===== src/logic/core_pkg.sv =====
package core_pkg;

  typedef logic [31:0] word_t;
  typedef logic [31:0] addr_t;
  typedef logic [4:0]  reg_idx_t;

  typedef enum logic [6:0] {
    op_lui    = 7'b0110111,
    op_auipc  = 7'b0010111,
    op_jal    = 7'b1101111,
    op_jalr   = 7'b1100111,
    op_branch = 7'b1100011,
    op_load   = 7'b0000011,
    op_store  = 7'b0100011,
    op_imm    = 7'b0010011,
    op_reg    = 7'b0110011
  } opcode_e;

  typedef enum logic [3:0] {
    alu_add, alu_sub, alu_and, alu_or, alu_xor,
    alu_slt, alu_pass_b, alu_eq, alu_ne, alu_lt
  } alu_op_e;

  typedef enum logic [1:0] {npc_seq, npc_jal, npc_jalr, npc_branch} npc_sel_e;

  typedef enum logic [1:0] {wb_alu, wb_seq, wb_target} wb_sel_e;

  typedef enum logic [1:0] {mem_none, mem_load, mem_store} mem_op_e;

  localparam addr_t reset_pc = 32'h0000_0000;
  localparam int mem_words = 1024;
  localparam int mem_addr_bits = $clog2(mem_words);
  localparam int bus_peers = 3; // Host, load/store, fetch.

endpackage


===== src/logic/decode_unit.sv =====
`timescale 1ns/1ps

module decode_unit import core_pkg::*; (
  input  logic     clock,
  input  logic     reset,
  input  logic     f_valid,
  output logic     f_ready,
  input  addr_t    f_pc,
  input  word_t    f_instr,
  input  logic     flush,
  output logic     d_valid,
  input  logic     d_ready,
  output word_t    d_pc,
  output word_t    d_imm,
  output word_t    d_src1,
  output word_t    d_src2,
  output reg_idx_t d_rd,
  output alu_op_e  d_alu_op,
  output logic     d_operand2_imm,
  output npc_sel_e d_npc_sel,
  output wb_sel_e  d_wb_sel,
  output mem_op_e  d_mem_op,
  input  logic     wb_valid,
  input  reg_idx_t wb_rd,
  input  word_t    wb_value
);

  word_t    regs [32];
  logic [31:0] pending;
  logic     held;
  word_t    instr;
  addr_t    f_pc_q;
  opcode_e  opcode;
  reg_idx_t rs1, rs2;
  logic     use_rs1, use_rs2, writes_rd;
  logic     rs1_wait, rs2_wait, rd_wait;
  logic     issue;

  assign opcode = opcode_e'(instr[6:0]);
  assign rs1    = instr[19:15];
  assign rs2    = instr[24:20];
  assign d_rd   = writes_rd ? instr[11:7] : '0;

  always_comb begin
    d_alu_op       = alu_add;
    d_operand2_imm = 1'b1;
    d_npc_sel      = npc_seq;
    d_wb_sel       = wb_alu;
    d_mem_op       = mem_none;
    d_imm          = {{20{instr[31]}}, instr[31:20]};
    writes_rd      = 1'b1;
    use_rs1        = 1'b1;
    use_rs2        = 1'b0;
    case (opcode)
      op_lui: begin
        d_alu_op = alu_pass_b;
        d_imm    = {instr[31:12], 12'b0};
        use_rs1  = 1'b0;
      end
      op_auipc: begin
        d_wb_sel = wb_target;
        d_imm    = {instr[31:12], 12'b0};
        use_rs1  = 1'b0;
      end
      op_jal: begin
        d_npc_sel = npc_jal;
        d_wb_sel  = wb_seq;
        d_imm     = {{11{instr[31]}}, instr[31], instr[19:12], instr[20], instr[30:21], 1'b0};
        use_rs1   = 1'b0;
      end
      op_jalr: begin
        d_npc_sel = npc_jalr;
        d_wb_sel  = wb_seq;
      end
      op_branch: begin
        d_npc_sel      = npc_branch;
        d_operand2_imm = 1'b0;
        d_imm     = {{19{instr[31]}}, instr[31], instr[7], instr[30:25], instr[11:8], 1'b0};
        writes_rd = 1'b0;
        use_rs2   = 1'b1;
        case (instr[14:12])
          3'b001:  d_alu_op = alu_ne;
          3'b100:  d_alu_op = alu_lt;
          default: d_alu_op = alu_eq;
        endcase
      end
      op_load: d_mem_op = mem_load;
      op_store: begin
        d_mem_op  = mem_store;
        d_imm     = {{20{instr[31]}}, instr[31:25], instr[11:7]};
        writes_rd = 1'b0;
        use_rs2   = 1'b1;
      end
      op_imm: ; // Only addi.
      op_reg: begin
        d_operand2_imm = 1'b0;
        use_rs2        = 1'b1;
        case (instr[14:12])
          3'b111:  d_alu_op = alu_and;
          3'b110:  d_alu_op = alu_or;
          3'b100:  d_alu_op = alu_xor;
          3'b010:  d_alu_op = alu_slt;
          default: d_alu_op = instr[30] ? alu_sub : alu_add;
        endcase
      end
      default: begin // Unsupported, retires as a nop.
        writes_rd = 1'b0;
        use_rs1   = 1'b0;
      end
    endcase
  end

  // Register read with same-cycle writeback bypass.
  assign d_src1 = (rs1 == '0) ? '0 : (wb_valid && wb_rd == rs1) ? wb_value : regs[rs1];
  assign d_src2 = (rs2 == '0) ? '0 : (wb_valid && wb_rd == rs2) ? wb_value : regs[rs2];

  assign rs1_wait = use_rs1 && pending[rs1] && !(wb_valid && wb_rd == rs1);
  assign rs2_wait = use_rs2 && pending[rs2] && !(wb_valid && wb_rd == rs2);
  assign rd_wait  = pending[d_rd] && !(wb_valid && wb_rd == d_rd); // Keeps writebacks ordered.

  assign d_valid = held && !rs1_wait && !rs2_wait && !rd_wait;
  assign d_pc    = f_pc_q;
  assign issue   = d_valid && d_ready;
  assign f_ready = !flush && (!held || issue);

  always_ff @(posedge clock) begin
    if (reset) begin
      held    <= 1'b0;
      pending <= '0;
    end else begin
      if (flush) held <= 1'b0;
      else if (f_valid && f_ready) held <= 1'b1;
      else if (issue) held <= 1'b0;
      if (wb_valid) pending[wb_rd] <= 1'b0;
      if (issue && d_rd != '0) pending[d_rd] <= 1'b1;
    end
  end

  always_ff @(posedge clock) begin
    if (f_valid && f_ready) begin
      instr  <= f_instr;
      f_pc_q <= f_pc;
    end
    if (wb_valid) regs[wb_rd] <= wb_value;
  end

endmodule


===== config.mk =====
export PLATFORM = sky130hd
export DESIGN_NAME = decode_unit
export DESIGN_NICKNAME = d
export VERILOG_FILES = /design/src/logic/core_pkg.sv /design/src/logic/decode_unit.sv
export SDC_FILE = /design/constraint.sdc
export NUM_CORES = 2
export LEC_CHECK = 0
export BUFFER_PORTS_ARGS = -buffer_cell sky130_fd_sc_hd__buf_2
export CORE_AREA = 2 2 329 331
export DETAILED_ROUTE_END_ITERATION = 7
export DIE_AREA = 0 0 331 333
export GPL_ROUTABILITY_DRIVEN = 0
export GPL_TIMING_DRIVEN = 1
export PLACE_DENSITY_LB_ADDON = 0.12
export SETUP_SLACK_MARGIN = 0.1
export SYNTH_ARGS = -nofsm -noshare
export SYNTH_HDL_FRONTEND = slang
export SYNTH_SLANG_ARGS = --single-unit

===== constraint.sdc =====
create_clock -name clock -period 5.5 [get_ports clock]
set_input_delay 0.275 -clock clock [delete_from_list [all_inputs] [get_ports clock]]
set_output_delay 0.275 -clock clock [all_outputs]
set_load 0.05 [all_outputs]

-- After elaboration in Yosys (flattened, before gate mapping)
Memory sizes are Yosys's and may differ from the RTL's. A register that Yosys moved wholly into a read port is not among the register bits.
Index checks and enable logic that the tools add are counted.
- flip-flop bits (word level): 97
- memory bits (writable): 1024
- input port bits: 107
- memories kept: 1
- magnitude comparators: 6
- reduce and logical (&&, ||, !) cells: 37
- equal/unequal tests: 17
- mux-type cells: 36
- bitwise operators: 3
- memories (memory ; depth ; bits a word ; rd ports ; clocked after memory_dff ; wr ports ; line ; text):
    regs ; 32 ; 32 ; 2 ; 2 ; 1 ; decode_unit.sv:28 ; word_t regs [32];
- operators with widths (kind ; number):
    32-bit two-way mux ; 7
    31-bit case mux with 4 select lines ; 1
    32-bit AND ; 1
    32-bit inverter ; 1
    32-bit bitwise OR ; 1
    5-bit by 6-bit less-than comparator with 1-bit output, second input constant ; 4
    7-bit by 6-bit == test with 1-bit output, second input constant ; 3
    7-bit == test, second input constant ; 3
    1-bit logical AND ; 17
    1-bit binary-select mux with 5-bit select ; 3
    5-bit == test ; 3
    5-bit two-way mux ; 3
    7-bit by 5-bit == test with 1-bit output, second input constant ; 2
    1-bit two-way mux ; 14
    3-bit case mux with 4 select lines ; 1
    4-bit case mux with 3 select lines ; 1
    1-bit demux with 5-bit select ; 2
    5-bit by 1-bit >= comparator with 1-bit output, second input constant ; 2
    5-bit logical NOT ; 2
    3-bit == test, second input constant ; 3
    1-bit logical NOT ; 8
    2-bit case mux with 2 select lines ; 2
    4-bit case mux with 2 select lines ; 1
    2-bit OR reduction ; 4
    other kinds (10) ; 10

-- Logic depth before layout (Yosys ltp)
- depth in word-level cells: 15
- mapped depth: 11
- mapped depth without buffers: 7

-- Least setup slack after synthesis
No wires, ideal clock.
- path type: register to output
- start point: register with a tool-made name
- end point: output port d_src2[10]
- cell stages (with the launch flop): 8
- arrival time: 3.030 ns
- data required time: 5.225 ns
- path slack: 2.195 ns
- cells stage by stage: dfxtp_1 -> clkbuf_1 -> clkbuf_1 -> buf_1 -> mux4_2 -> mux4_2 -> mux2i_1 -> a211oi_1
- RTL lines (item ; line ; text):
    end, declared ; decode_unit.sv:16 ; output word_t d_src2,

==> results.cfg <==
[status]
status = complete, no violations

[placement]
port_buffers = 252
postPlaceCellArea_um2 = 56300
dpl.hpwl_mm = 88.9
dp_cells = 4087

[global_route]
first_global_vias = 30800
grt_pass1_wl_mm = 222
grt_max_degree = 75
antenna_found_initial = 6
gr-usage-all-layers = 0.286
overflow = 0

[sta]
fin_tns_setup_ns = 0
hold_viol = 0
rsz0062_at_grt = false
clock.fmax_mhz = 227
fin_crit_ns = 4.40
min_period_over_period = 0.799
finalMaxSlewViolations = 0
skew_ns = 0.0109
max_slew_margin = 0.278
tightest_slew_ns = 1.08
finalSetupViolations = 0

[detailed_routing]
drt_iter0_markers = 3890
first_pass_iters = 5
wl_per_cell_um = 35.6
vias = 29900
drc = 0
routed_via_density = 6.82
totalWireLength_mm = 156
ant_nets = 0

[clocking]
htree_levels = 3
clock_latency_ns = 0.71
clkSlewWorstSetupHoldPaths_ns = 0.06
cts_inserted_buffers = 118
cts_sinks = 1131
cts_buffer_depth = 3
cts_tree = yes
clock-root-buffer = clkbuf_16

[layout]
nets = 2978
stdcell_area_um2 = 61100
area_growth_pct = 15.3
drive_gt1_frac = 0.432
final_cell_count_no_fill = 4377

[worst_setup_path]
startpoint_type = register
cp_slowest_cell = dfxtp_4
worstPathCellList = buf_4 > mux4_2 > mux4_2 > mux2i_1 > a211oi_1 > buf_2
worstPathRequired_ns = 5.22
crit_top_cell = mux4_2
cp-end-kind = primary output
cp_slowest_stage_delay_ns = 0.96
crit_fanout = 35
critPathKind = reg2out
cp.arrival_ns = 4.12

[synth]
synth.area.top_cells = edfxtp_1 (62%), mux4_2 (28%), dfxtp_1 (1.6%)
synth_nets = 2658
synth_top_area_frac = 0.617
ys_seq_elements = 1131
synth_area_um2 = 52900
avgSynthCellArea_um2 = 20.8
async_reset_ff_frac = 0
synth_edf_count = 1088
yosysMostFrequentCell = edfxtp_1
synth_flop_cell = edfxtp_1
ys_seq_area_frac = 0.633
yosys.cell_types.count = 66
yosys_warnings = 0
ys_top_cells_by_count = edfxtp_1 (1,088), mux4_2 (656), clkbuf_1 (129)
synth_top_cell_by_area = edfxtp_1
synthCells = 2551

[floorplanning]
fp-row-count = 120
die_w_um = 331
core_um2 = 107000
start_util = 0.497
ios = 253
die_area_um2 = 110000
die_y_um = 333

[power]
p_per_area_nw_per_um2 = 341
p_leak_nw = 19.7
ir_drop_mv = 0.334

[flow_run]
maxCapViolations = 0

[hold_path]
hold_class = in2reg
[state kept, by name, summed over array words and instances, names as in the netlist, named ones only]
signal and flops:
regs 1024, held 1, pending 32, instr 32
d_pc 32
[area by class of cell]
type                            instances  area [um2]
Antenna cell                            2        5.00
Clock buffer                          130        3040
Clock inverter                         91        1070
Fill cell                            7809       45500
Inverter                               11        41.3
Multi-Input combinational cell       1195       18700
Sequential cell                      1131       33600
Tap cell                             1403        1760
Timing Repair Buffer                  414        2860
[report_power, final]
group          total, W  internal, W  switching, W  leakage, nW
Clock           0.00848      0.00509       0.00340         2.02
Sequential      0.00976      0.00957      0.000195         10.2
Combinational   0.00256      0.00110       0.00146         7.52
Total            0.0208       0.0158       0.00505         19.7
[cells in the final DEF, fill, tap and decap left out, drive strengths merged, types with 24 or more instances in the layout]
cell,instances
clkinv,58
buf,347
clkbuf,130
nor2,119
edfxtp,1088
dlygate4sd3,67
bufinv,24
nand2,54
mux4,656
mux2i,81
a211oi,66
or3b,26
dfxtp,43
[path summary, 6_finish.rpt]
| path | slack (ns) | end | startpoint | depth (start not counted) |
|---|---|---|---|---|
| hold / removal | 0.07 | regs[13][8] | wb_value[8] | 1 |
| setup reg to reg | 1.39 | register | instr[15] | 7 |
| hold reg to reg | 0.55 | pending[29] | pending[29] | 2 |
| setup / recovery | 1.10 | d_src2[3] | register | 6 |
[kinds of logic after synthesis]
kind of cell    after synthesis  synth area share
compound gates              143            0.0204
xor+xnor                     14           0.00232
buf+inv                     225            0.0182
flops                      1131             0.633
mux                         750             0.298
simple gates                288            0.0279
[stage by stage]
stage	utilization	setup WS, ns	hold slack (ns)	total power (W)
after global routing	0.573	0.989	0.0804	0.0214
after global placement	0.528	1.55	0.452	0.0125
after CTS	0.573	1.07	0.0279	0.0209
final	0.573	1.10	0.0731	0.0208
after detailed placement	0.528	1.39	0.453	0.0125
after floorplan	-	2.20	0.374	0.0117
[critical path, delay by kind of cell (launching register included)]
family	cells	cell delay (ns)
multiplexers	3	0.64
flip-flops	1	0.96
buffers and inverters	2	0.96
AO/OA/AOI/OAI	1	0.80
[repair_timing]
action / 4_1_cts / 5_1_grt
setup buffers: 0 / 0
resized for setup: 0 / 0
endpoints found under the hold margin: 77 / 0
hold buffers: 67 / 0
[layer usage]
metal	vias up	global-route usage	part of all wire
li1	11800	-	-
met1	16200	0.401	0.39
met2	1547	0.466	0.50
met3	287	0.0409	0.075
met4	4	0.0963	0.034
met5	-	0	0.00019
Power figures use the tool's default switching activity.
