## src/logic/core_pkg.sv

```systemverilog
package core_pkg;

  typedef logic [31:0] word_t;
  typedef logic [31:0] addr_t;
  typedef logic [4:0]  reg_idx_t;

  typedef enum logic [6:0] {
    op_lui    = 7'b0110111,
    op_auipc  = 7'b0010111,
    op_jal    = 7'b1101111,
    op_jalr   = 7'b1100111,
    op_branch = 7'b1100011,
    op_load   = 7'b0000011,
    op_store  = 7'b0100011,
    op_imm    = 7'b0010011,
    op_reg    = 7'b0110011
  } opcode_e;

  typedef enum logic [3:0] {
    alu_add, alu_sub, alu_and, alu_or, alu_xor,
    alu_slt, alu_pass_b, alu_eq, alu_ne, alu_lt
  } alu_op_e;

  typedef enum logic [1:0] {npc_seq, npc_jal, npc_jalr, npc_branch} npc_sel_e;

  typedef enum logic [1:0] {wb_alu, wb_seq, wb_target} wb_sel_e;

  typedef enum logic [1:0] {mem_none, mem_load, mem_store} mem_op_e;

  localparam addr_t reset_pc = 32'h0000_0000;
  localparam int mem_words = 1024;
  localparam int mem_addr_bits = $clog2(mem_words);
  localparam int bus_peers = 3; // Host, load/store, fetch.

endpackage

```

## src/logic/load_store_unit.sv

```systemverilog
`timescale 1ns/1ps

module load_store_unit import core_pkg::*; (
  input  logic     clock,
  input  logic     reset,
  input  logic     e_valid,
  output logic     e_ready,
  input  addr_t    e_pc,
  input  reg_idx_t e_rd,
  input  word_t    e_value,
  input  word_t    e_store_data,
  input  mem_op_e  e_mem_op,
  output logic     req_valid,
  input  logic     req_ready,
  output logic     req_write,
  output addr_t    req_addr,
  output word_t    req_wdata,
  input  logic     rsp_valid,
  input  word_t    rsp_rdata,
  output logic     wb_valid,
  output reg_idx_t wb_rd,
  output word_t    wb_value,
  output logic     retire_valid,
  output addr_t    retire_pc,
  output reg_idx_t retire_rd,
  output word_t    retire_value
);

  typedef enum logic [1:0] {ls_idle, ls_req, ls_rsp} ls_state_e;

  ls_state_e state;
  logic      take;

  assign take      = e_valid && e_ready;
  assign e_ready   = state == ls_idle;
  assign req_valid = state == ls_req;

  assign wb_valid = retire_valid && retire_rd != '0;
  assign wb_rd    = retire_rd;
  assign wb_value = retire_value;

  always_ff @(posedge clock) begin
    if (reset) begin
      state        <= ls_idle;
      retire_valid <= 1'b0;
    end else begin
      retire_valid <= 1'b0;
      case (state)
        ls_idle: begin
          if (take && e_mem_op == mem_none) retire_valid <= 1'b1;
          else if (take) state <= ls_req;
        end
        ls_req: if (req_ready) state <= ls_rsp;
        ls_rsp: begin
          if (rsp_valid) begin
            retire_valid <= 1'b1;
            state        <= ls_idle;
          end
        end
        default: state <= ls_idle;
      endcase
    end
  end

  always_ff @(posedge clock) begin
    if (take) begin
      retire_pc    <= e_pc;
      retire_rd    <= (e_mem_op == mem_store) ? '0 : e_rd;
      retire_value <= e_value; // Address for stores.
      req_addr     <= e_value;
      req_wdata    <= e_store_data;
      req_write    <= e_mem_op == mem_store;
    end
    if (state == ls_rsp && rsp_valid && !req_write) retire_value <= rsp_rdata;
  end

endmodule

```

## config.mk

```make
export PLATFORM = sky130hd
export DESIGN_NAME = load_store_unit
export DESIGN_NICKNAME = d
export VERILOG_FILES = /design/src/logic/core_pkg.sv /design/src/logic/load_store_unit.sv
export SDC_FILE = /design/constraint.sdc
export NUM_CORES = 1
export LEC_CHECK = 0
export BUFFER_PORTS_ARGS = -buffer_cell sky130_fd_sc_hd__buf_4
export CELL_PAD_IN_SITES_DETAIL_PLACEMENT = 2
export CELL_PAD_IN_SITES_GLOBAL_PLACEMENT = 2
export CORE_UTILIZATION = 23
export CTS_BUF_LIST = sky130_fd_sc_hd__clkbuf_4 sky130_fd_sc_hd__clkbuf_8 sky130_fd_sc_hd__clkbuf_16
export CTS_CLUSTER_DIAMETER = 40
export DETAILED_ROUTE_END_ITERATION = 10
export PLACE_DENSITY = 0.79
export SKIP_CTS_REPAIR_TIMING = 1
export SYNTH_ARGS = -nofsm -noshare
export SYNTH_HDL_FRONTEND = slang
export SYNTH_SLANG_ARGS = --single-unit
```

## constraint.sdc

```tcl
create_clock -name clock -period 5.9 [get_ports clock]
set_input_delay 1.18 -clock clock [delete_from_list [all_inputs] [get_ports clock]]
set_output_delay 1.18 -clock clock [all_outputs]
set_load 0.05 [all_outputs]
```

# [Word-level counts from Yosys, hierarchy flattened]
# Cells that the tools add are included.
[word_totals] latchBits=0 elab_cells=36 mem_bits_rw=0 mem_count=0 regBits=137 out_inout_bits=175 input_bits=140 rom_bits=0
[op_classes] magnitude_cmp=0 addsub=0 eq_ne=7 muxes=10 mul=0 div_mod_pow=0 shifts=0 bitwise=0 n_reduce_logical=11
[op_table] operator="32-bit two-way mux" count=2
[op_table] operator="2-bit two-way mux" count=4
[op_table] operator="2-bit one-hot mux with 3 select lines" count=1
[op_table] operator="1-bit logical AND" count=5
[op_table] operator="5-bit nonzero test" count=1
[op_table] operator="2-bit equality test, second input constant" count=2
[op_table] operator="2-bit zero test" count=2
[op_table] operator="2-bit by 1-bit inequality test with 1-bit output, second input constant" count=2
[op_table] operator="2-bit inequality test, second input constant" count=2
[op_table] operator="4-bit AND reduction" count=1
[op_table] operator="2-bit by 1-bit equality test with 1-bit output, second input constant" count=1
[op_table] operator="1-bit two-way mux" count=2
[op_table] operator="1-bit one-hot mux with 2 select lines" count=1
[op_table] operator="2-bit nonzero test" count=1
[op_table] operator="1-bit zero test" count=1

# [Logic depth before layout (Yosys ltp)]
# Gate-level depths: netlist of the first run.
[depth] depth_word=5 depth_mapped=4 ltp_nobuf=3

# [Worst setup path before layout of the first run]
# Ideal clock, no wire load.
[synth_path] path_type="input port to flip-flop" from="in e_valid" to="reg retire_value[0], enable pin" required_time_ps=5525 path_slack_ps=1205 setup_ps=375 t_arrival_ps=4321 cell_stages=2 n_path_buf=0 path_cell_list="and2_1 -> or2_2"
[synth_via] elab_chain_len=2
[synth_rtl] item="from (decl)" line_no="load_store_unit.sv:6" text="input logic e_valid,"
[synth_rtl] item="1-bit logical AND" line_no="load_store_unit.sv:34" text="assign take = e_valid && e_ready;"
[synth_rtl] item="2-bit nonzero test (no line)"
[synth_rtl] item="to (signal assigned)" line_no="load_store_unit.sv:69" text="retire_value <= e_value;"
[synth_rtl] item="to (signal assigned)" line_no="load_store_unit.sv:74" text="if (state == ls_rsp && rsp_valid && !req_write) retire_value <= rsp_rdata;"
[synth_rtl] item="to (decl)" line_no="load_store_unit.sv:26" text="output word_t retire_value"
# Every way passes these cells.
# A chain may end at the register's enable or synchronous reset.

# [Worst setup path after layout of the first run]
[layout_path] from="reg retire_rd[0]" to="out wb_valid"
[layout_via] elab_chain_len=2
[layout_rtl] item="from (decl)" line_no="load_store_unit.sv:25" text="output reg_idx_t retire_rd,"
[layout_rtl] item="from (signal assigned)" line_no="load_store_unit.sv:68" text="retire_rd <= (e_mem_op == mem_store) ? '0 : e_rd;"
[layout_rtl] item="5-bit nonzero test" line_no="load_store_unit.sv:38" text="assign wb_valid = retire_valid && retire_rd != '0;"
[layout_rtl] item="1-bit logical AND" line_no="load_store_unit.sv:38"
[layout_rtl] item="to (decl)" line_no="load_store_unit.sv:20" text="output logic wb_valid,"
# Every way passes these cells.

==> metrics.md, run 1 <==
| Metric | Value |
|---|---|
| Outcome | complete, no violations |
| Routability Congestion | 0.712 |
| CTS tree | built |
| Global-route wire length before repair | 20,900 um |
| CP Capture Type | primary output |
| Full die area | 22,500 sq um |
| Critical Path Start Type | flop |
| NumNets Final | 667 |
| Total power | 2.81 mW |
| Total number of vias | 3,227 |
| Num CTS Buffers | 17 |
| Initial Utilization | 23.7% |
| WP data arrival | 1.73 ns |
| Crit Path Category | reg2out |
| H-tree levels | 4 |
| Place WS | 2.61 ns |
| Clk buf depth | 2 |
| Core Area | 21,300 sq um |
| Detailed Route WL | 14,900 um |
| Worst vdd ir | 0.000178 V |
| Yosys warning count | 0 |
| Synthesized netlist cell count | 233 |
| Final Hold Viols | 0 |
| Dpl hpwl | 11,600 um |
| Drt pass-1 iters | 4 |
| Worst-path cell chain | or4_1 -> o21a_1 -> buf_4 |
| Area of the mapped netlist | 5050 sq um |
| Area Overhead vs Synth | 58.6% |
| Peak Freq | 344 MHz |
| Largest net degree at the start of global routing | 68 |
| Worst Hold Margin | 0.566 ns |
| Fin crit period | 2.91 ns |
| Die width | 150 um |
| Yosys reg bits | 137 |
| # IOs | 315 |
| Sequential fraction of the synthesis area | 80.9% |
| Chip height | 150 um |
| Layout fillers | 2,128 |
| Cell Pwr Density | 351 nW/um^2 |
| Grt total ovfl | 0 |
| Overall Global Routing Usage | 13.0% |
| # Max-Cap Violations | 0 |
| Worst setup margin | 2.99 ns |
| Mapped Nets | 373 |
| Least-Margin Pin Slew | 0.861 ns |
| IO Port Bufs | 314 |
| Normalized max-slew margin | 42.6% |
| Final worst path period share | 49.3% |
| Crit path buf inv count | 1 |
| Syn avg cell area | 21.7 sq um |
| First DRT Iteration DRCs | 111 |
| Post-route antenna net violation count | 0 |
| Critical path's top delay family | simple AND/OR/NAND/NOR gates |
| Tightest Hold Check Type | reg2reg |
| Initial antenna violation count | 0 |
| Number of global-route vias before repair | 3,694 |
| TNS Setup | 0 ns |
| Clock Skew | 0.0118 ns |
| DRC errors left | 0 |
| Clock root buffer | clkbuf_16 |
| Critical path's slowest cell | or4_1 |
| # rows | 53 |
| Mean routed wirelength per cell | 18.3 um |
| Leak | 3.37 nW |
| Clock Pin Slew Worst Setup and Hold Paths | 0.06 ns |
| Most common cell after layout, fill and taps aside | buf_4 |
| RSZ-0062 raised after global routing | false |
| Ant diodes | 0 |
| Max stage delay on crit path | 0.53 ns |
| Commonest cells after routing, fill and taps aside | 316 x buf_4, 134 x edfxtp_1, 29 x mux2_4 |
| # setup viols final | 0 |
| Clk_lat worst skew | 0.41 ns |
| CP Data Required Time | 4.72 ns |
| Clk sinks | 137 |
| Vias per cell | 3.96 |
| CP Max Fanout | 3 |
| Post-synthesis cell type count | 21 |
| Final Max Slew Viols | 0 |
| Layout cells sized above 1 | 71.1% |
## state kept, by name, indices dropped and copies added (netlist names)
signal / flops
req_addr: 32
req_wdata: 32
req_write: 1
retire_pc: 32
retire_rd: 5
retire_valid: 1
retire_value: 32
state: 2
## final cells by class
cell class / instances / area [sq um] / share of cell area (%)
Clock buffer: 17 / 425 / 5.31
Clock inverter: 15 / 163 / 2.03
Inverter: 1 / 3.75 / 0.0469
Multi-Input combinational cell: 54 / 614 / 7.67
Sequential cell: 137 / 4080 / 51.0
Tap cell: 275 / 344 / 4.30
Timing Repair Buffer: 316 / 2370 / 29.6
## worst paths after layout
kind,from,to,slack [ns],cells after the start
setup reg to reg,req_write,retire_value[29],3.50,3
hold / removal,state[0],retire_valid,0.57,1
setup / recovery,retire_rd[0],wb_valid,2.99,3
hold reg to reg,state[0],retire_valid,0.57,1
## cell families (layout without fill, tap and decap cells)
logic type      count (synthesis)  count (layout)  synth area share, %
buf+inv                        42             349                 6.99
mux                            33              33                 9.52
simple gates                   17              17                 2.11
flops                         137             137                 80.9
compound gates                  4               4                0.496
## synth_stat cells (all sizes together)
cell type / n / share of area, %
dfxtp: 3 / 1.2
a21oi: 1 / 0.099
and2: 6 / 0.74
edfxtp: 134 / 80
inv: 1 / 0.074
a22oi: 1 / 0.15
or2: 1 / 0.12
buf: 41 / 6.9
mux2: 33 / 9.5
o21a: 1 / 0.15
nor2b: 1 / 0.12
nor4b: 1 / 0.17
nor3: 2 / 0.20
or4: 1 / 0.15
nand2b: 1 / 0.12
and4bb: 1 / 0.25
o21ai: 1 / 0.099
nor2: 3 / 0.22
## metal layers
| metal | wire length, um | up-vias | share of wire (%) | GRT usage [%] |
|---|---|---|---|---|
| met5 | 0 | - | 0 | 0 |
| met4 | 186 | 0 | 1.2 | 5.00 |
| met3 | 1500 | 12 | 10 | 5.58 |
| met2 | 8450 | 201 | 57 | 25.5 |
| met1 | 4820 | 1569 | 32 | 11.5 |
| li1 | - | 1445 | - | - |
## through the flow
step | utilization, % | area [sq um] | std cells
2_1_floorplan | - | 5050 | 233
3_3_place_gp | 34.8 | 7420 | 783
3_5_place_dp | 34.8 | 7420 | 783
4_1_cts | 37.6 | 8010 | 815
5_1_grt | 37.6 | 8010 | 815
6_report | 37.6 | 8010 | 815
## worst reg2reg max path: cells and delay by family, from the launching register on
kind	cells	cell delay, ns
and+or+nand+nor	2	1.08
DFF	1	0.40
buffers and inverters	1	0.52
## report_power, final
part           internal (mW)  leakage [nW]  total (mW)  switching, mW
clock                  0.630         0.275        1.06          0.431
combinational          0.180          1.79       0.564          0.384
sequential              1.15          1.31        1.18         0.0294
total                   1.96          3.37        2.81          0.844
Power figures use the tool's default switching activity.
==> run 2, diff against run 1 <==
--- a/config.mk
+++ b/config.mk
@@ -12,7 +12,7 @@
 export CTS_BUF_LIST = sky130_fd_sc_hd__clkbuf_4 sky130_fd_sc_hd__clkbuf_8 sky130_fd_sc_hd__clkbuf_16
 export CTS_CLUSTER_DIAMETER = 40
 export DETAILED_ROUTE_END_ITERATION = 10
-export PLACE_DENSITY = 0.79
+export PLACE_DENSITY = 0.82
 export SKIP_CTS_REPAIR_TIMING = 1
 export SYNTH_ARGS = -nofsm -noshare
 export SYNTH_HDL_FRONTEND = slang
==> constraint.sdc (replaced) <==
create_clock -name clock -period 2.5 [get_ports clock]
set_input_delay 0.5 -clock clock [delete_from_list [all_inputs] [get_ports clock]]
set_output_delay 0.5 -clock clock [all_outputs]
set_load 0.05 [all_outputs]
==> run 2 against run 1 <==
Against the previous run: sequential share of layout area fell by 0.17 points; final cell count stayed put; total power increased by 140%; sequential cell count stayed put; critical endpoint unchanged.
==> metrics.md, run 2 (synthesis gave the netlist of run 1 again) <==
| Metric | Value |
|---|---|
| Final Hold Viols | 0 |
| Final worst path period share | 89.3% |
| Least-Margin Pin Slew | 0.613 ns |
| Chip height | 150 um |
| R2R Path Start | state[1] |
| Clock root buffer | clkbuf_16 |
| Critical Path Start Type | flop |
| Vias per cell | 3.92 |
| WP data arrival | 1.73 ns |
| H-tree levels | 4 |
| # rows | 53 |
| Die width | 150 um |
| Layout Utilization | 37.7% |
| # setup viols final | 0 |
| Drt pass-1 iters | 4 |
| Peak Freq | 448 MHz |
| Layout cells sized above 1 | 70.9% |
| Reg2Reg Capture Point | retire_value[0] |
| Clock Skew | 0.00626 ns |
| Dpl hpwl | 11,700 um |
| Initial Utilization | 23.7% |
| # IOs | 315 |
| Hold Startpoint | e_store_data[18] |
| CP Capture Point | wb_valid |
| # Max-Cap Violations | 0 |
| Final Max Slew Viols | 0 |
| CP Capture Type | primary output |
| First DRT Iteration DRCs | 60 |
| Crit Path Category | reg2out |
| Post-route antenna net violation count | 0 |
| NumNets Final | 667 |
| Routability Congestion | 0.793 |
| Tightest Hold Check Type | in2reg |
| CP Max Fanout | 3 |
| Area Overhead vs Synth | 59.1% |
| Clk buf depth | 2 |
| Outcome | complete, no violations |
| CTS tree | built |
| Normalized max-slew margin | 59.1% |
| CP startpoint | retire_rd[0] |
| Global-route wire length before repair | 21,000 um |
| Initial antenna violation count | 0 |
| DRC errors left | 0 |
| CP Data Required Time | 2.00 ns |
| Overall Global Routing Usage | 13.1% |
| Number of global-route vias before repair | 3,669 |
| Most common cell after layout, fill and taps aside | buf_4 |
| Num CTS Buffers | 17 |
| IO Port Bufs | 314 |
| Leak | 3.38 nW |
| Clk sinks | 137 |
| Largest net degree at the start of global routing | 103 |
| Ant diodes | 0 |
| Grt total ovfl | 0 |
| Cell Pwr Density | 823 nW/um^2 |
| Fin crit period | 2.23 ns |
| Clock Pin Slew Worst Setup and Hold Paths | 0.06 ns |
| FF-to-FF setup slack | 0.74 ns |
| RSZ-0062 raised after global routing | false |
| Core Area | 21,300 sq um |
| Clk_lat worst skew | 0.41 ns |
| Detailed Route WL | 15,100 um |
| TNS Setup | 0 ns |
| Total number of vias | 3,195 |
| Worst vdd ir | 0.000421 V |
| Mean routed wirelength per cell | 18.5 um |
| R2R cell count | 3 |
| Full die area | 22,500 sq um |
| Commonest cells after routing, fill and taps aside | 314 x buf_4, 134 x edfxtp_1, 29 x mux2_4 |
[run 2: worst min-delay path by stage]
stage               slack, ns  depth (start not counted)             to
floorplan                0.53                          1   retire_valid
global placement         0.57                          1       state[0]
detailed placement       0.61                          1       state[0]
CTS                      0.23                          1   req_wdata[0]
global route             0.23                          1  retire_pc[12]
finish                   0.26                          1  req_wdata[18]
[run 2: critical path: stages (launching register included)]
cell and delay, ns:
edfxtp_1 0.41, or4_1 0.53, o21a_1 0.19, buf_4 0.19
[run 2: metal layers]
layer / up-vias / track usage, % / wire length (um)
met1: 1538 / 12.6 / 5320
met3: 9 / 5.15 / 1490
met2: 205 / 24.7 / 8110
met5: - / 0 / 0
met4: 0 / 5.15 / 186
li1: 1443 / - / -
[run 2: power breakdown]
group	switching, mW	leakage, nW	internal [mW]
sequential	0.0691	1.31	2.72
combinational	0.911	1.80	0.430
clock	0.994	0.276	1.48
[run 2: layout make-up]
class                      instances  area, sq um
clock buffer                      18          433
clock inverter                    14          148
fill                            2102        13300
inverter                           1         3.75
multi-input combinational         54          624
sequential                       137         4080
tap                              275          344
timing repair buffer             316         2400
[run 2: metrics by stage]
stage	setup WS [ns]	total power [mW]	cells	hold slack [ns]	cell area [sq um]
floorplan	0.131	3.70	233	0.532	5060
global placement	0.718	4.17	783	0.570	7450
detailed placement	0.675	4.21	783	0.611	7450
CTS	0.248	6.72	815	0.234	8030
global route	0.204	6.83	815	0.233	8030
finish	0.269	6.61	815	0.260	8030
==> run 3, diff against run 2 <==
--- a/config.mk
+++ b/config.mk
@@ -12,8 +12,11 @@
 export CTS_BUF_LIST = sky130_fd_sc_hd__clkbuf_4 sky130_fd_sc_hd__clkbuf_8 sky130_fd_sc_hd__clkbuf_16
 export CTS_CLUSTER_DIAMETER = 40
 export DETAILED_ROUTE_END_ITERATION = 10
+export HOLD_SLACK_MARGIN = 0.08
 export PLACE_DENSITY = 0.82
+export RECOVER_POWER = 100
 export SKIP_CTS_REPAIR_TIMING = 1
 export SYNTH_ARGS = -nofsm -noshare
 export SYNTH_HDL_FRONTEND = slang
 export SYNTH_SLANG_ARGS = --single-unit
+export TNS_END_PERCENT = 30
==> run 3 against run 2 <==
Against the previous run: sequential power about the same; hold slack better by 0.012 ns; combinational power fell by 16%; clock skew down 0.00053 ns; sequential share of layout area grew 6.3 points; critical path depth unchanged; routed wire length shrank 0.21%; clock power barely moved; count of clock-buffer cells in the layout stayed put; final cell count stayed put.
==> metrics.md, run 3 (synthesis gave the netlist of run 1 again) <==
| Metric | Value |
|---|---|
| Clock power share | 38.8% |
| Die width | 150 um |
| Cell Pwr Density | 895 nW/um^2 |
| Share of total power in sequential cells | 43.7% |
| Dpl hpwl | 11,700 um |
| Overall Global Routing Usage | 13.1% |
| Clk_lat worst skew | 0.41 ns |
| Full die area | 22,500 sq um |
| Worst vdd ir | 0.000420 V |
| Worst setup margin | 0.234 ns |
| Peak Freq | 441 MHz |
| Layout cells sized above 1 | 28.7% |
| Switch share | 30.8% |
| Combinational power share | 17.6% |
| H-tree levels | 4 |
| RSZ-0062 raised after global routing | false |
| Grt total ovfl | 0 |
| Internal power | 4.43 mW |
| Area Overhead vs Synth | 41.7% |
| # setup viols final | 0 |
| Clock Pin Slew Worst Setup and Hold Paths | 0.06 ns |
| First DRT Iteration DRCs | 60 |
| Layout fillers | 2,321 |
| Place WS | 0.675 ns |
| Crit Path Category | reg2out |
| Commonest cells after routing, fill and taps aside | 201 x clkbuf_1, 134 x edfxtp_1, 73 x clkbuf_4 |
| TNS Setup | 0 ns |
| IO Port Bufs | 314 |
| CP Max Fanout | 3 |
| Core Area | 21,300 sq um |
| NumNets Final | 667 |
| Final Max Slew Viols | 0 |
| Detailed Route WL | 15,100 um |
| Vias per cell | 3.91 |
| Leak | 2.56 nW |
| Num CTS Buffers | 17 |
| Initial antenna violation count | 0 |
| Chip height | 150 um |
| Clk buf depth | 2 |
| DRC errors left | 0 |
| Post-route antenna net violation count | 0 |
| CP Data Required Time | 2.00 ns |
| Final worst path period share | 90.6% |
| Critical Path Start Type | flop |
| Number of global-route vias before repair | 3,669 |
| Outcome | complete, no violations |
| Routability Congestion | 0.793 |
| Mean routed wirelength per cell | 18.5 um |
| CTS tree | built |
| Fin crit period | 2.27 ns |
| Largest net degree at the start of global routing | 103 |
| Total number of vias | 3,190 |
| Global-route wire length before repair | 21,000 um |
| WP data arrival | 1.77 ns |
| Tightest Hold Check Type | in2reg |
| Initial Utilization | 23.7% |
| # IOs | 315 |
| Normalized max-slew margin | 1.81% |
| Final Hold Viols | 0 |
| Clock Skew | 0.00573 ns |
| Clock root buffer | clkbuf_16 |
| Most common cell after layout, fill and taps aside | clkbuf_1 |
| Ant diodes | 0 |
| Drt pass-1 iters | 5 |
| # Max-Cap Violations | 0 |
| CP Capture Type | primary output |
| # rows | 53 |
| Clk sinks | 137 |
| P_sw | 1.97 mW |
| Least-Margin Pin Slew | 1.47 ns |
==> run 3: cell types whose count changed in the layout (fill, tap and decap cells not counted), sizes merged <==
cell / delta
buf: -274
clkbuf: +274
==> run 3: power by group through the flow <==
stage | sequential, mW | combinational (mW) | clock, mW
2_1_floorplan | 3.36 | 0.346 | 0
3_3_place_gp | 2.83 | 1.33 | 0
3_5_place_dp | 2.85 | 1.36 | 0
4_1_cts | 2.80 | 1.36 | 2.56
5_1_grt | 2.81 | 1.17 | 2.63
6_report | 2.79 | 1.13 | 2.48
==> run 3: area by class of cell <==
cell class              count  area [sq um]  area share [%]
flip-flops and latches    137          4080            57.1
repair buffers            316          1620            22.6
multi-input cells          54           524            7.33
clock buffers              18           433            6.05
well taps                 275           344            4.81
clock inverters            14           148            2.06
inverters                   1          3.75          0.0525
==> run 3: metal layers <==
metal | track usage, % | up-vias | wire length (um)
met3 | 5.15 | 9 | 1510
met1 | 12.6 | 1526 | 5410
met2 | 24.7 | 210 | 7970
met4 | 5.15 | 0 | 182
li1 | - | 1445 | -
met5 | 0 | - | 0
==> run 3: path summary, 6_finish.rpt <==
path | slack [ns] | startpoint | end | cells after the start
worst max-delay path | 0.23 | retire_rd[0] | wb_valid | 3
worst min-delay path | 0.27 | reset | state[1] | 2
worst min register to register | 0.63 | state[0] | retire_valid | 1
worst max register to register | 0.25 | state[1] | req_addr[21] | 3
==> run 3: worst max-delay path: stages, from the launching register on <==
cell and delay, ns:
edfxtp_1 0.41, or4_1 0.53, o21a_1 0.19, clkbuf_2 0.23
==> run 3: metrics by stage <==
step / utilization [%] / area [sq um] / power, mW / hold WS [ns] / cells
6_report: 33.6 / 7150 / 6.40 / 0.272 / 815
5_1_grt: 33.6 / 7150 / 6.61 / 0.254 / 815
4_1_cts: 37.7 / 8030 / 6.72 / 0.234 / 815
3_5_place_dp: 35.0 / 7450 / 4.21 / 0.611 / 783
3_3_place_gp: 35.0 / 7450 / 4.17 / 0.570 / 783
2_1_floorplan: - / 5060 / 3.70 / 0.532 / 233
