### config.mk
export PLATFORM = sky130hd
export DESIGN_NAME = fetch_unit
export DESIGN_NICKNAME = d
export VERILOG_FILES = /design/src/logic/core_pkg.sv /design/src/logic/fetch_unit.sv
export SDC_FILE = /design/constraint.sdc
export NUM_CORES = 1
export LEC_CHECK = 0
export ABC_AREA = 1
export BUFFER_PORTS_ARGS = -buffer_cell sky130_fd_sc_hd__buf_2
export CAP_MARGIN = 5
export CORE_ASPECT_RATIO = 0.5
export CORE_UTILIZATION = 40
export DETAILED_ROUTE_END_ITERATION = 6
export GPL_TIMING_DRIVEN = 1
export PLACE_DENSITY = 0.65
export SYNTH_ARGS = -nofsm -noshare
export SYNTH_HDL_FRONTEND = slang
export SYNTH_SLANG_ARGS = --single-unit
### constraint.sdc
create_clock -name clock -period 16.7 [get_ports clock]
set_clock_uncertainty 0.1 [all_clocks]
set_input_delay 3.34 -clock clock [delete_from_list [all_inputs] [get_ports clock]]
set_output_delay 3.34 -clock clock [all_outputs]
set_load 0.05 [all_outputs]
### src/logic/core_pkg.sv
package core_pkg;

  typedef logic [31:0] word_t;
  typedef logic [31:0] addr_t;
  typedef logic [4:0]  reg_idx_t;

  typedef enum logic [6:0] {
    op_lui    = 7'b0110111,
    op_auipc  = 7'b0010111,
    op_jal    = 7'b1101111,
    op_jalr   = 7'b1100111,
    op_branch = 7'b1100011,
    op_load   = 7'b0000011,
    op_store  = 7'b0100011,
    op_imm    = 7'b0010011,
    op_reg    = 7'b0110011
  } opcode_e;

  typedef enum logic [3:0] {
    alu_add, alu_sub, alu_and, alu_or, alu_xor,
    alu_slt, alu_pass_b, alu_eq, alu_ne, alu_lt
  } alu_op_e;

  typedef enum logic [1:0] {npc_seq, npc_jal, npc_jalr, npc_branch} npc_sel_e;

  typedef enum logic [1:0] {wb_alu, wb_seq, wb_target} wb_sel_e;

  typedef enum logic [1:0] {mem_none, mem_load, mem_store} mem_op_e;

  localparam addr_t reset_pc = 32'h0000_0000;
  localparam int mem_words = 1024;
  localparam int mem_addr_bits = $clog2(mem_words);
  localparam int bus_peers = 3; // Host, load/store, fetch.

endpackage

### src/logic/fetch_unit.sv
`timescale 1ns/1ps

module fetch_unit import core_pkg::*; (
  input  logic  clock,
  input  logic  reset,
  input  logic  run,
  input  logic  redirect,
  input  addr_t redirect_pc,
  output logic  f_valid,
  input  logic  f_ready,
  output addr_t f_pc,
  output word_t f_instr,
  output logic  req_valid,
  input  logic  req_ready,
  output addr_t req_addr,
  input  logic  rsp_valid,
  input  word_t rsp_rdata
);

  addr_t pc;
  addr_t rd_pc;   // Address of the outstanding read.
  logic  waiting;
  logic  drop;

  assign req_valid = run && !waiting && !f_valid && !redirect;
  assign req_addr  = pc;

  always_ff @(posedge clock) begin
    if (reset) begin
      pc      <= reset_pc;
      waiting <= 1'b0;
      drop    <= 1'b0;
      f_valid <= 1'b0;
    end else begin
      if (f_valid && f_ready) f_valid <= 1'b0;
      if (req_valid && req_ready) begin
        waiting <= 1'b1;
        rd_pc   <= pc;
        pc      <= pc + 32'd4;
      end
      if (rsp_valid && waiting) begin
        waiting <= 1'b0;
        drop    <= 1'b0;
        if (!drop && !redirect) begin
          f_valid <= 1'b1;
          f_pc    <= rd_pc;
          f_instr <= rsp_rdata;
        end
      end
      if (redirect) begin
        pc      <= redirect_pc;
        f_valid <= 1'b0;
        if (waiting && !rsp_valid) drop <= 1'b1; // Stale read still in flight.
      end
    end
  end

endmodule

---- Yosys cells after proc, flatten, opt, wreduce, memory -nomap -nowiden ----
Index checks and enable logic that the tools add are counted.
cells by class
  reduce and logical (&&, ||, !) cells .... 18
  mux-type cells .......................... 8
  bitwise operators ....................... 1
  add/sub/neg operators ................... 1
operators by type and width
  kind                     count
  $mux W32                 2
  $add A32 B3 Y32 const B  1
  $logic_and A1 B1 Y1      8
  $mux W1                  6
  $logic_not A1 Y1         5
  $reduce_or A2 Y1         2
  $reduce_and A3 Y1        1
  $reduce_and A2 Y1        1
  $reduce_bool A2 Y1       1
  $not A1 Y1               1
storage, ports and cells
  register bits after elaboration ......... 131
  word-level logic and storage cells ...... 35
  input port bits ......................... 71
  output and inout bits ................... 98

---- Longest topological paths before layout ----
Gate-level depths: netlist of the first run.
  depth after elaboration ................. 7
  depth in mapped cells ................... 9
  gate-level depth less buffers ........... 9

---- Worst setup path after synthesis of the first run ----
No wires, ideal clock.
  path type ............................... input -> register
  from .................................... input port redirect
  to ...................................... register f_instr[0], enable pin
  buffers on the path ..................... 1
  required time ........................... 15.953 ns
  stages .................................. 2
  setup time .............................. 0.647 ns
  arrival time ............................ 9.713 ns
  slack ................................... 6.241 ns
  cells stage by stage .................... buf_2 > nor4_1
between the ends
  cells in the longest elaborated chain, start to end .. 3
RTL lines
  item                                line              RTL
  start: declaration                  fetch_unit.sv:7   input logic redirect,
  $logic_not A1 Y1                    fetch_unit.sv:44  if (!drop && !redirect) begin
  $logic_and A1 B1 Y1                 fetch_unit.sv:44
  $reduce_and A3 Y1 (no source line)  --
  end signal: assignment              fetch_unit.sv:47  f_instr <= rsp_rdata;
  end: declaration                    fetch_unit.sv:12  output word_t f_instr,
Every way passes these cells.
A chain may end at the register's enable or synchronous reset.

---- Worst setup path after layout of the first run ----
  from .................................... input port redirect
  to ...................................... output port req_valid
between the ends
  cells in the longest elaborated chain, start to end .. 2
RTL lines
  item                 line              RTL
  $logic_not A1 Y1     fetch_unit.sv:25  assign req_valid = run && !waiting && !f_valid && !redirect;
  $logic_and A1 B1 Y1  fetch_unit.sv:25
  end: declaration     fetch_unit.sv:13  output logic req_valid,
Every way passes these cells.

==> results of run 1 <==
[power breakdown]
part | switching [uW] | leakage (uW) | internal (uW) | total [uW]
registers | 9.31 | 0.00115 | 356 | 366
logic | 41.7 | 0.00131 | 16.4 | 58.0
clock network | 147 | 0.000255 | 206 | 353
total | 198 | 0.00272 | 579 | 777
[final cells by class]
cell class | count | area share [%]
Multi-Input combinational cell | 290 | 20.6
Clock buffer | 18 | 6.31
Sequential cell | 131 | 52.7
Inverter | 52 | 2.87
Timing Repair Buffer | 170 | 12.6
Clock inverter | 14 | 1.91
Tap cell | 170 | 3.13
[metrics by stage]
step | hold WS (ps) | util [%] | area (um^2) | setup slack (ps) | cells
floorplan | 300 | - | 5210 | 6240 | 483
global placement | 302 | 49.2 | 6250 | 9020 | 813
detailed placement | 305 | 49.2 | 6250 | 8980 | 813
CTS | 311 | 53.6 | 6810 | 8980 | 845
global route | 317 | 53.6 | 6810 | 8880 | 845
finish | 311 | 53.6 | 6810 | 8980 | 845
[cells in the mapped netlist, types with 3 or more instances]
cell type	count	area share, %
sky130_fd_sc_hd__a21oi_1	19	1.8
sky130_fd_sc_hd__a31oi_1	6	0.72
sky130_fd_sc_hd__buf_2	3	0.29
sky130_fd_sc_hd__clkbuf_1	4	0.29
sky130_fd_sc_hd__dfxtp_1	35	13
sky130_fd_sc_hd__edfxtp_1	96	55
sky130_fd_sc_hd__inv_1	50	3.6
sky130_fd_sc_hd__nand2_1	121	8.7
sky130_fd_sc_hd__nand2_2	4	0.48
sky130_fd_sc_hd__nand3_1	33	3.2
sky130_fd_sc_hd__nand4_1	5	0.60
sky130_fd_sc_hd__nor2_1	32	2.3
sky130_fd_sc_hd__nor2_2	7	0.84
sky130_fd_sc_hd__nor2_4	5	1.1
sky130_fd_sc_hd__nor3_1	5	0.48
sky130_fd_sc_hd__o21ai_0	34	3.3
sky130_fd_sc_hd__xor2_1	5	0.84
[placed cells by master, fill, tap and decap left out, types with 6 or more instances in the layout]
cell type and n:
sky130_fd_sc_hd__buf_2 168, sky130_fd_sc_hd__nand2_1 121, sky130_fd_sc_hd__edfxtp_1 96, sky130_fd_sc_hd__inv_1 50, sky130_fd_sc_hd__dfxtp_1 35, sky130_fd_sc_hd__o21ai_0 34
sky130_fd_sc_hd__nand3_1 33, sky130_fd_sc_hd__nor2_1 32, sky130_fd_sc_hd__a21oi_1 19, sky130_fd_sc_hd__clkbuf_16 17, sky130_fd_sc_hd__nor2_4 6, sky130_fd_sc_hd__nor2_2 6
sky130_fd_sc_hd__a31oi_1 6, sky130_fd_sc_hd__clkinvlp_4 6
[sequential cells by signal (all words and copies together) (netlist names), named ones only]
register and flops:
f_pc 32, f_valid 1, req_addr 32, rd_pc 32, waiting 1, f_instr 32
[layer usage]
metal / share of wire (%) / track usage (%)
met5: 0 / 0
met4: 1.8 / 9.53
met3: 7.6 / 4.35
met2: 45 / 29.4
met1: 46 / 26.1
[worst min-delay path by stage]
stage,from,endpoint,slack [ps],cells after the start
floorplan,rd_pc[0],f_pc[0],300,0
global placement,rd_pc[26],f_pc[26],300,0
detailed placement,rd_pc[14],f_pc[14],300,0
CTS,rd_pc[16],f_pc[16],310,0
global route,rd_pc[28],f_pc[28],320,0
finish,rd_pc[16],f_pc[16],310,0
[critical path, delay by kind of cell]
kind          cells  cell delay (ps)
buf+inv           2              810
simple gates      1              130
[cell families after synthesis]
group / share of synthesized area (%)
adders and majority gates: 0.240
xor gates and xnor gates: 1.01
buffers and inverters: 4.56
DFF: 68.8
AOI/OAI and AO/OA: 6.49
and+or+nand+nor: 18.9
==> results list, run 1 <==
- Arrival time worst endpoint: 4280 ps
* Die W: about 160 um
* Largest net degree at the start of global routing: 66
- CTS Root Cell: sky130_fd_sc_hd__clkbuf_16
* Unrepaired setup endpoints after global routing: no
* Port buffer count: 168
- Routability-driven placement finished with a final weighted congestion of between 0.8 and 0.9.
* Setup Buffers After CTS: 0
- The path class of the tightest hold or removal check is reg2reg.
- For this block, the initial DRC count from the detailed router was between 300 and 400.
- Counting every instance in the synthesized netlist gives roughly 480.
- The critical path goes through buf_2 > nor3_1 > buf_2.
* CTS clock-pin slew for the worst setup and hold paths: ~60 ps
- In this run, synthesis inferred 96 flip-flops with an integrated enable.
* Worst supply voltage drop on vdd: between 0.00004 and 0.00005 V
- Capturing point of the worst reg2reg path: req_addr[5]
- In the finished design, the share of the clock period the worst path needs comes to a little under half.
- MaxCap Viol Count: 0
* Area of the die: between 10000 and 15000 um^2
- Antenna violations before repair: 0
- The design draws approximately 780 uW.
- Count of pins on the block boundary: 169
- Wire length of the first global-routing pass: a little under 20000 um
- The die is between 80 and 90 um tall.
- Max-slew headroom: a little over two fifths
- The HPWL after detailed placement is between 8000 and 9000 um.
- Combined flip-flop and latch cell area: approximately 3600 um^2
* Endpoints failing hold: 0
* Hold buffers post-CTS: 0
* Worst R2R Start: f_valid
* Crit path time final: just under 8000 ps
* Lkg Pwr: roughly 0.0027 uW
- Setup violation total in the final timing report: 0
* Area growth, synth to finish: 30.7%
- For the worst-skew pair, the clock arrives at the later sink with an insertion delay of between 400 and 500 ps.
- Yosys mapped the design onto 31 distinct sky130hd cell types.
* Count of nets left with antenna violations after detail routing: 0
- At the worst endpoint, the required time is about 13000 ps.
- After synthesis, the share of flip-flops with an asynchronous set or reset is 0%.
* Launching instance or port of the critical path: redirect
* Detailed-route via count: approximately 4100
* Final-layout setup total negative slack: 0 ps
* Final Net Count: around 730
- Area of the multi-input gates: about 1400 um^2
- The most numerous cell type found on the critical path is sky130_fd_sc_hd__buf_2.
- Area of the core region: 12700 um^2
* Pins Over Slew Limit: 0
- At the pin with the least slew margin, the transition time is 860 ps.
* Combined global-route utilization of all metal layers: between 15 and 20%
- Total nets after synthesis: about 560
- The number of cells on the worst reg-to-reg path is 8.
* Fraction of the yosys area taken by sequential cells: between 60% and 70%
* Post-Synthesis Mean Instance Area: around 11 um^2
- The clock passes through at most 2 buffers.
- In this run, post-CTS repair resized a total of 0 instances.
- On the worst path, the slowest cell contributes a delay of 570 ps.
- Clock tree synthesis inserted a total of 17 buffers.
* Result of the run: finished, final reports clean
- Detail-routed net length per standard cell: ~15 um
- Dividing total power by cell area gives a power density of roughly 110 nW/um^2.
- In this run the worst path has a maximum fanout of 38.
* Average via count per standard cell: a little under 5
- The synthesized netlist occupies a cell area of about 5200 um^2.
* CP max-delay cell: sky130_fd_sc_hd__buf_2
* Setup slack on the worst flop-to-flop path: approximately 14000 ps
* Sum of overflow across all layers after global routing: 0
- STA classifies the critical path startpoint as an input pin.
- Pre-Repair DR Iteration Count: 4
- Initial Utilization: 41.0%
* Sum of routed wire length over all layers: between 10000 and 15000 um
* CTS tree: done
- Fill cells: roughly 1200
- Standard-cell rows: 29
- Via count of the first global-routing pass: 3647
- DRC violation count after routing: 0
- Predominant post-synthesis flop cell: sky130_fd_sc_hd__edfxtp_1
- Kind of capture point of the worst setup path: output pin
- WS Path Type: in2out
- The Yosys step of the flow raised 0 warnings.
* Layout cells sized above 1: between 30 and 40%
* Number of storage elements in the synthesis netlist: between 100 and 150
- CTS saw ~130 sinks.
* Deepest level of the CTS H-tree: 4
* Destination of the critical timing path: req_valid
* Diodes inserted: 0
* Achievable frequency: about 130 MHz
(Power assumes the default switching activity.)
==> inputs of run 2 (changes only) <==
Clock period 16.7 ns to 7.6 ns, I/O delays scaled along.
==> run 2 against run 1 <==
- die area stayed put
- global-route usage down 0.12 points
- routed wire length is 0.74% higher
- sequential power grew 120%
- non-clock buffer count is the same
- register-to-register slack worse by 9100 ps
- cell area rose by 0.13%
- setup slack worse by 5400 ps
- critical path depth did not move
- hold slack got worse by 1.2 ps
- combinational power grew 120%
- largest power group unchanged
==> results list, run 2 (same netlist as run 1, synthesis figures left out) <==
- Final Net Count: 734 (unchanged)
* Setup Buffers After CTS: 0 (unchanged)
- Standard-cell rows: 29 (unchanged)
- CTS tree: done
* Diodes inserted: 0 (unchanged)
* Resize count post-CTS: 0 (unchanged)
- The pin count of the biggest net entering global routing was 46 (-30%).
- The critical path in this run is classified as in2out.
- Area of the core region: 12700 um^2 (unchanged)
- Layout cells sized above 1: 32.7% (unchanged)
- The power density normalized to cell area is 250 nW/um^2 (+120%).
- Worst slew pin tran: 1170 ps (+307 ps)
- The final weighted congestion in routability-driven placement came to 0.847 (+1.1%).
- The total setup violations reported at the end of the flow was 0 (unchanged).
- Combined global-route utilization of all metal layers: 19.2% (-0.12 points)
- Via count of the first global-routing pass: 3735 (+2.4%)
- The min-delay analysis places its worst path in the category reg2reg.
- Final-layout setup total negative slack: 0 ps (unchanged)
* Antenna violations before repair: 0 (unchanged)
* Maximum root-to-sink buffer count: 2 (unchanged)
* Kind of capture point of the worst setup path: output pin
* Most prevalent standard cell on the critical path: sky130_fd_sc_hd__buf_2
* Arrival time worst endpoint: 2440 ps (-1840 ps)
* CTS Root Cell: sky130_fd_sc_hd__clkbuf_16
- The required time at the endpoint of the critical path is 5980 ps (-7280 ps).
* HPWL Detailed: 8850 um (+2.0%)
- Detail-routed net length per standard cell: 15.0 um (+0.74%)
- The area growth from synthesis to layout is 30.8%.
* Most frequent cells in the layout: sky130_fd_sc_hd__buf_2, sky130_fd_sc_hd__nand2_1, sky130_fd_sc_hd__edfxtp_1
* Crit path time final: 4060 ps
* Count of nets left with antenna violations after detail routing: 0 (unchanged)
* Average via count per standard cell: 4.77 (-1.4%)
- The delay of the slowest critical-path stage was 550 ps (-20 ps).
- For this run, the top clock speed supported by timing is approximately 250 MHz.
- The placed instance count was 813 (unchanged).
* Hold buffers post-CTS: 0 (unchanged)
- The worst ir drop on vdd is 0.000109 V (+120%).
- Maximum fanout count along the critical path: 38 (unchanged)
- Leaving out fill and tap cells, the most frequent cell in the layout is sky130_fd_sc_hd__buf_2.
- The die outline width is 163 um (unchanged).
- Unrepaired setup endpoints after global routing: no
* DRC violation count after routing: 0 (unchanged)
- STA classifies the critical path startpoint as an input pin.
- The count of maximum capacitance violations came to 0 (unchanged).
* Ratio of final minimum period to clock period: between 50 and 60%
* Cells along the critical path: buf_2 > nor3_1 > buf_2
- The number of H-tree branching levels is 4 (unchanged).
- DRC violation total after the first TritonRoute iteration: 302 (-12%)
* Final standard cell count with taps included and fillers excluded: 845 (unchanged)
- Result of the run: finished, final reports clean
* Endpoints failing hold: 0 (unchanged)
- Pins Over Slew Limit: 0 (unchanged)
- The global-route congestion overflow total is 0 (unchanged).
* Wire length of the first global-routing pass: 19300 um (+0.21%)
- The first-pass detailed-route iteration total is 5 (+1).
- Worst-Skew Late Latency: 420 ps (about the same)
- Port buffer count: 168 (unchanged)
- Clock buffer count from CTS: 17 (unchanged)
* Die height: 82.7 um (unchanged)
- Count of pins on the block boundary: 169 (unchanged)
- Setup ws final: 3540 ps (-5440 ps)
* Lkg Pwr: 0.00274 uW (+0.65%)
- CP max-delay cell: sky130_fd_sc_hd__buf_2
- The clock-pin slew of the registers on the worst-case setup and hold paths is 60 ps (about the same).
- Detailed-route via count: 4032 (-1.4%)
* Worst setup timing slack at the placement stage: 3530 ps (-5450 ps)
* Fill cells: 1150 (-0.17%)
- Clock sinks: 131 (unchanged)
- Area of the die: 13500 um^2 (unchanged)
- Initial Utilization: 41.0% (unchanged)
- Max-slew headroom: 22.0% (-21 points)
- Sum of routed wire length over all layers: 12700 um (+0.74%)
run 2: per-layer routing:
layer,routed length [um],vias up,share of wire (%),track usage (%)
met2,5630,154,44,29.6
met3,908,19,7.2,5.14
met4,159,0,1.3,7.38
met1,5990,1857,47,25.9
met5,0,-,0,0
li1,-,2002,-,-
run 2: through the flow:
| stage | hold slack (ps) | instance area [um^2] | util [%] | power [uW] |
|---|---|---|---|---|
| 2_1_floorplan | 300 | 5220 | - | 897 |
| 3_3_place_gp | 302 | 6250 | 49.3 | 943 |
| 3_5_place_dp | 305 | 6250 | 49.3 | 947 |
| 4_1_cts | 309 | 6810 | 53.7 | 1720 |
| 5_1_grt | 312 | 6810 | 53.7 | 1760 |
| 6_report | 310 | 6810 | 53.7 | 1700 |
run 2: final cells by class:
cell class	instances	area [um^2]	area share, %
sequential	131	3580	52.6
multi-input combinational	290	1410	20.7
timing repair buffer	170	856	12.6
clock buffer	19	433	6.35
tap	170	213	3.12
inverter	52	195	2.86
clock inverter	13	126	1.85
run 2: worst paths after layout:
check	startpoint	endpoint	slack, ps	cells past startpoint
worst min-delay path	rd_pc[17]	f_pc[17]	310	0
worst max register to register	f_valid	req_addr[5]	5200	8
worst min register to register	rd_pc[17]	f_pc[17]	310	0
worst max-delay path	redirect	req_valid	3540	3
run 2: worst max-delay path: cells and delay by family:
family	cells	cell delay, ps
and+or+nand+nor	1	130
buffers and inverters	2	790
run 2: where the power goes:
part | internal [uW] | switching, uW
clock network | 455 | 318
logic | 35.9 | 91.8
registers | 783 | 20.9
==> inputs of run 3 (changes only) <==
Settings changed: PLACE_DENSITY 0.65 to 0.68.
Clock period 7.6 ns to 3.45 ns, I/O delays scaled along.
==> run 3 against run 2 <==
- combinational power grew 120%
- hold slack gained 7.3 ps
- first-iteration DRC count shrank 15%
- sequential power grew 120%
- core utilization grew 0.11 points
- non-clock buffer count grew 2
- global-route usage is essentially flat
- via count grew 3.4%
- setup slack lost 2500 ps
==> results list, run 3 (same netlist as run 1, synthesis figures left out) <==
- The flow ran to the end, and the final reports show no timing, DRC or antenna violations.
- Unrepaired setup endpoints after global routing: no
- The area enclosed by the die boundary was 13500 um^2 (unchanged).
- The overall die height came to 82.7 um (unchanged).
- The number of nets with antenna violations after detailed routing is 0 (unchanged).
- Average via count per standard cell: 4.92 (+3.2%)
- WS Path Type: in2out
- Based on the critical path, the design can be clocked at up to just over 400 MHz.
* CTS clock-pin slew for the worst setup and hold paths: 60 ps (about the same)
* Largest net degree at the start of global routing: 41 (-11%)
- Setup Buffers After CTS: 0 (unchanged)
- Layout cells sized above 1: 32.8% (+0.051 points)
* Detailed-route via count: 4170 (+3.4%)
* Maximum root-to-sink buffer count: 2 (unchanged)
- Diodes inserted: 0 (unchanged)
- In this run the worst hold path is classified as reg2reg.
- The initial cell density of the core came to 41.0% (unchanged).
* Worst-Skew Late Latency: 420 ps (about the same)
- The total DRC errors in the routed layout is 0 (unchanged).
* Crit path time final: 2420 ps
- Via count of the first global-routing pass: 3803 (+1.8%)
- The detailed placement HPWL came to 8950 um (+1.2%).
- Relative to the synthesized area, the layout overhead comes to 31.1%.
- The hold violation count in the final report came to 0 (unchanged).
- Power, Total: 3720 uW (+120%)
- Lkg Pwr: 0.00274 uW (+0.18%)
- After layout, the worst path uses 70.0% of the clock period.
* Resize count post-CTS: 0 (unchanged)
- Die W: 163 um (unchanged)
- The arrival time at the worst endpoint was 1630 ps (-810 ps).
- Combined global-route utilization of all metal layers: 19.1% (-0.034 points)
- The initial detailed-routing violation count was 258 (-15%).
- Sum of routed wire length over all layers: 12800 um (+1.2%)
* Pins Over Slew Limit: 0 (unchanged)
- The transition time at the pin with the least slew margin was 720 ps (-447 ps).
- Area of the core region: 12700 um^2 (unchanged)
- Most common library cell in the layout ignoring fill and taps: sky130_fd_sc_hd__buf_2
- The number of H-tree branching levels is 4 (unchanged).
- The number of nets in the final layout came to 736 (+0.27%).
* Standard-cell rows: 29 (unchanged)
* Placed instance area: 6280 um^2 (+0.44%)
- The summed area of non-filler cells in the final layout was 6830 um^2 (+0.20%).
* Clock sinks: 131 (unchanged)
- STA classifies the critical path startpoint as an input pin.
- Most frequent cells in the layout: sky130_fd_sc_hd__buf_2, sky130_fd_sc_hd__nand2_1, sky130_fd_sc_hd__edfxtp_1
- The number of top-level pins was 169 (unchanged).
- The worst setup path is captured at an output pin.
- Pre-Repair DR Iteration Count: 6 (+1)
- Wire length of the first global-routing pass: 19200 um (-0.64%)
- The startpoint identified for the worst register-to-register timing path is f_valid.
- The number of antenna violations at the first check in global routing is 0 (unchanged).
- The total setup violations reported at the end of the flow was 0 (unchanged).
- Port buffer count: 168 (unchanged)
* Detail-routed net length per standard cell: 15.2 um (+0.94%)
- Final standard cell count with taps included and fillers excluded: 847 (+0.24%)
- The worst hold path begins at rd_pc[8].
- The maximum fanout along the worst path is 38 (unchanged).
- The worst ir drop on vdd is 0.000346 V (+220%).
* Number of placed instances, taps included: 815 (+0.25%)
- The global-route congestion overflow total is 0 (unchanged).
* CTS Root Cell: sky130_fd_sc_hd__clkbuf_16
- Max-slew headroom: 52.0% (+30 points)
- The power density normalized to cell area came to 545 nW/um^2 (+120%).
- TritonCTS built the clock tree.
- The number of buffers created by CTS is 17 (unchanged).
- The count of maximum capacitance violations is 0 (unchanged).
- Launching instance or port of the critical path: redirect
* Critical Path RT: 2660 ps (-3320 ps)
- Final weighted congestion in routability-driven placement: 0.846 (-0.12%)
- Hold buffers post-CTS: 0 (unchanged)
## run 3: layer usage
layer  global-route usage [%]  wire [um]
met1                     25.0       5890
met2                     30.4       5720
met3                     4.85       1030
met4                     8.32        201
met5                        0          0
## run 3: worst max-delay path: stages
cell	delay, ps
sky130_fd_sc_hd__buf_2	560
sky130_fd_sc_hd__nor3_1	130
sky130_fd_sc_hd__buf_2	240
## run 3: cell type report
cell class | instances | area, um^2
Clock buffer | 20 | 437
Clock inverter | 12 | 109
Fill cell | 1154 | 5870
Inverter | 52 | 195
Multi-Input combinational cell | 290 | 1410
Sequential cell | 131 | 3580
Tap cell | 170 | 213
Timing Repair Buffer | 172 | 883
## run 3: final timing paths
kind,depth (start not counted),slack [ps],to
setup / recovery,3,1030,req_valid
hold / removal,0,320,f_pc[8]
setup reg to reg,4,1580,rd_pc[21]
hold reg to reg,0,320,f_pc[8]
## run 3: power by group
group	leakage [uW]	switching (uW)	internal, uW	total, uW
logic	0.00133	204	81.2	285
registers	0.00115	46.0	1730	1770
clock network	0.000265	672	991	1660
## run 3: stage by stage
| step | setup WS (ps) | hold WS [ps] | TNS [ps] | utilization, % |
|---|---|---|---|---|
| after global placement | 763 | 302 | 0 | 49.5 |
| after global routing | 932 | 319 | 0 | 53.8 |
| after detailed placement | 712 | 305 | 0 | 49.5 |
| after floorplan | -10.5 | 300 | -674 | - |
| after CTS | 1020 | 318 | 0 | 53.8 |
| final | 1030 | 317 | 0 | 53.8 |
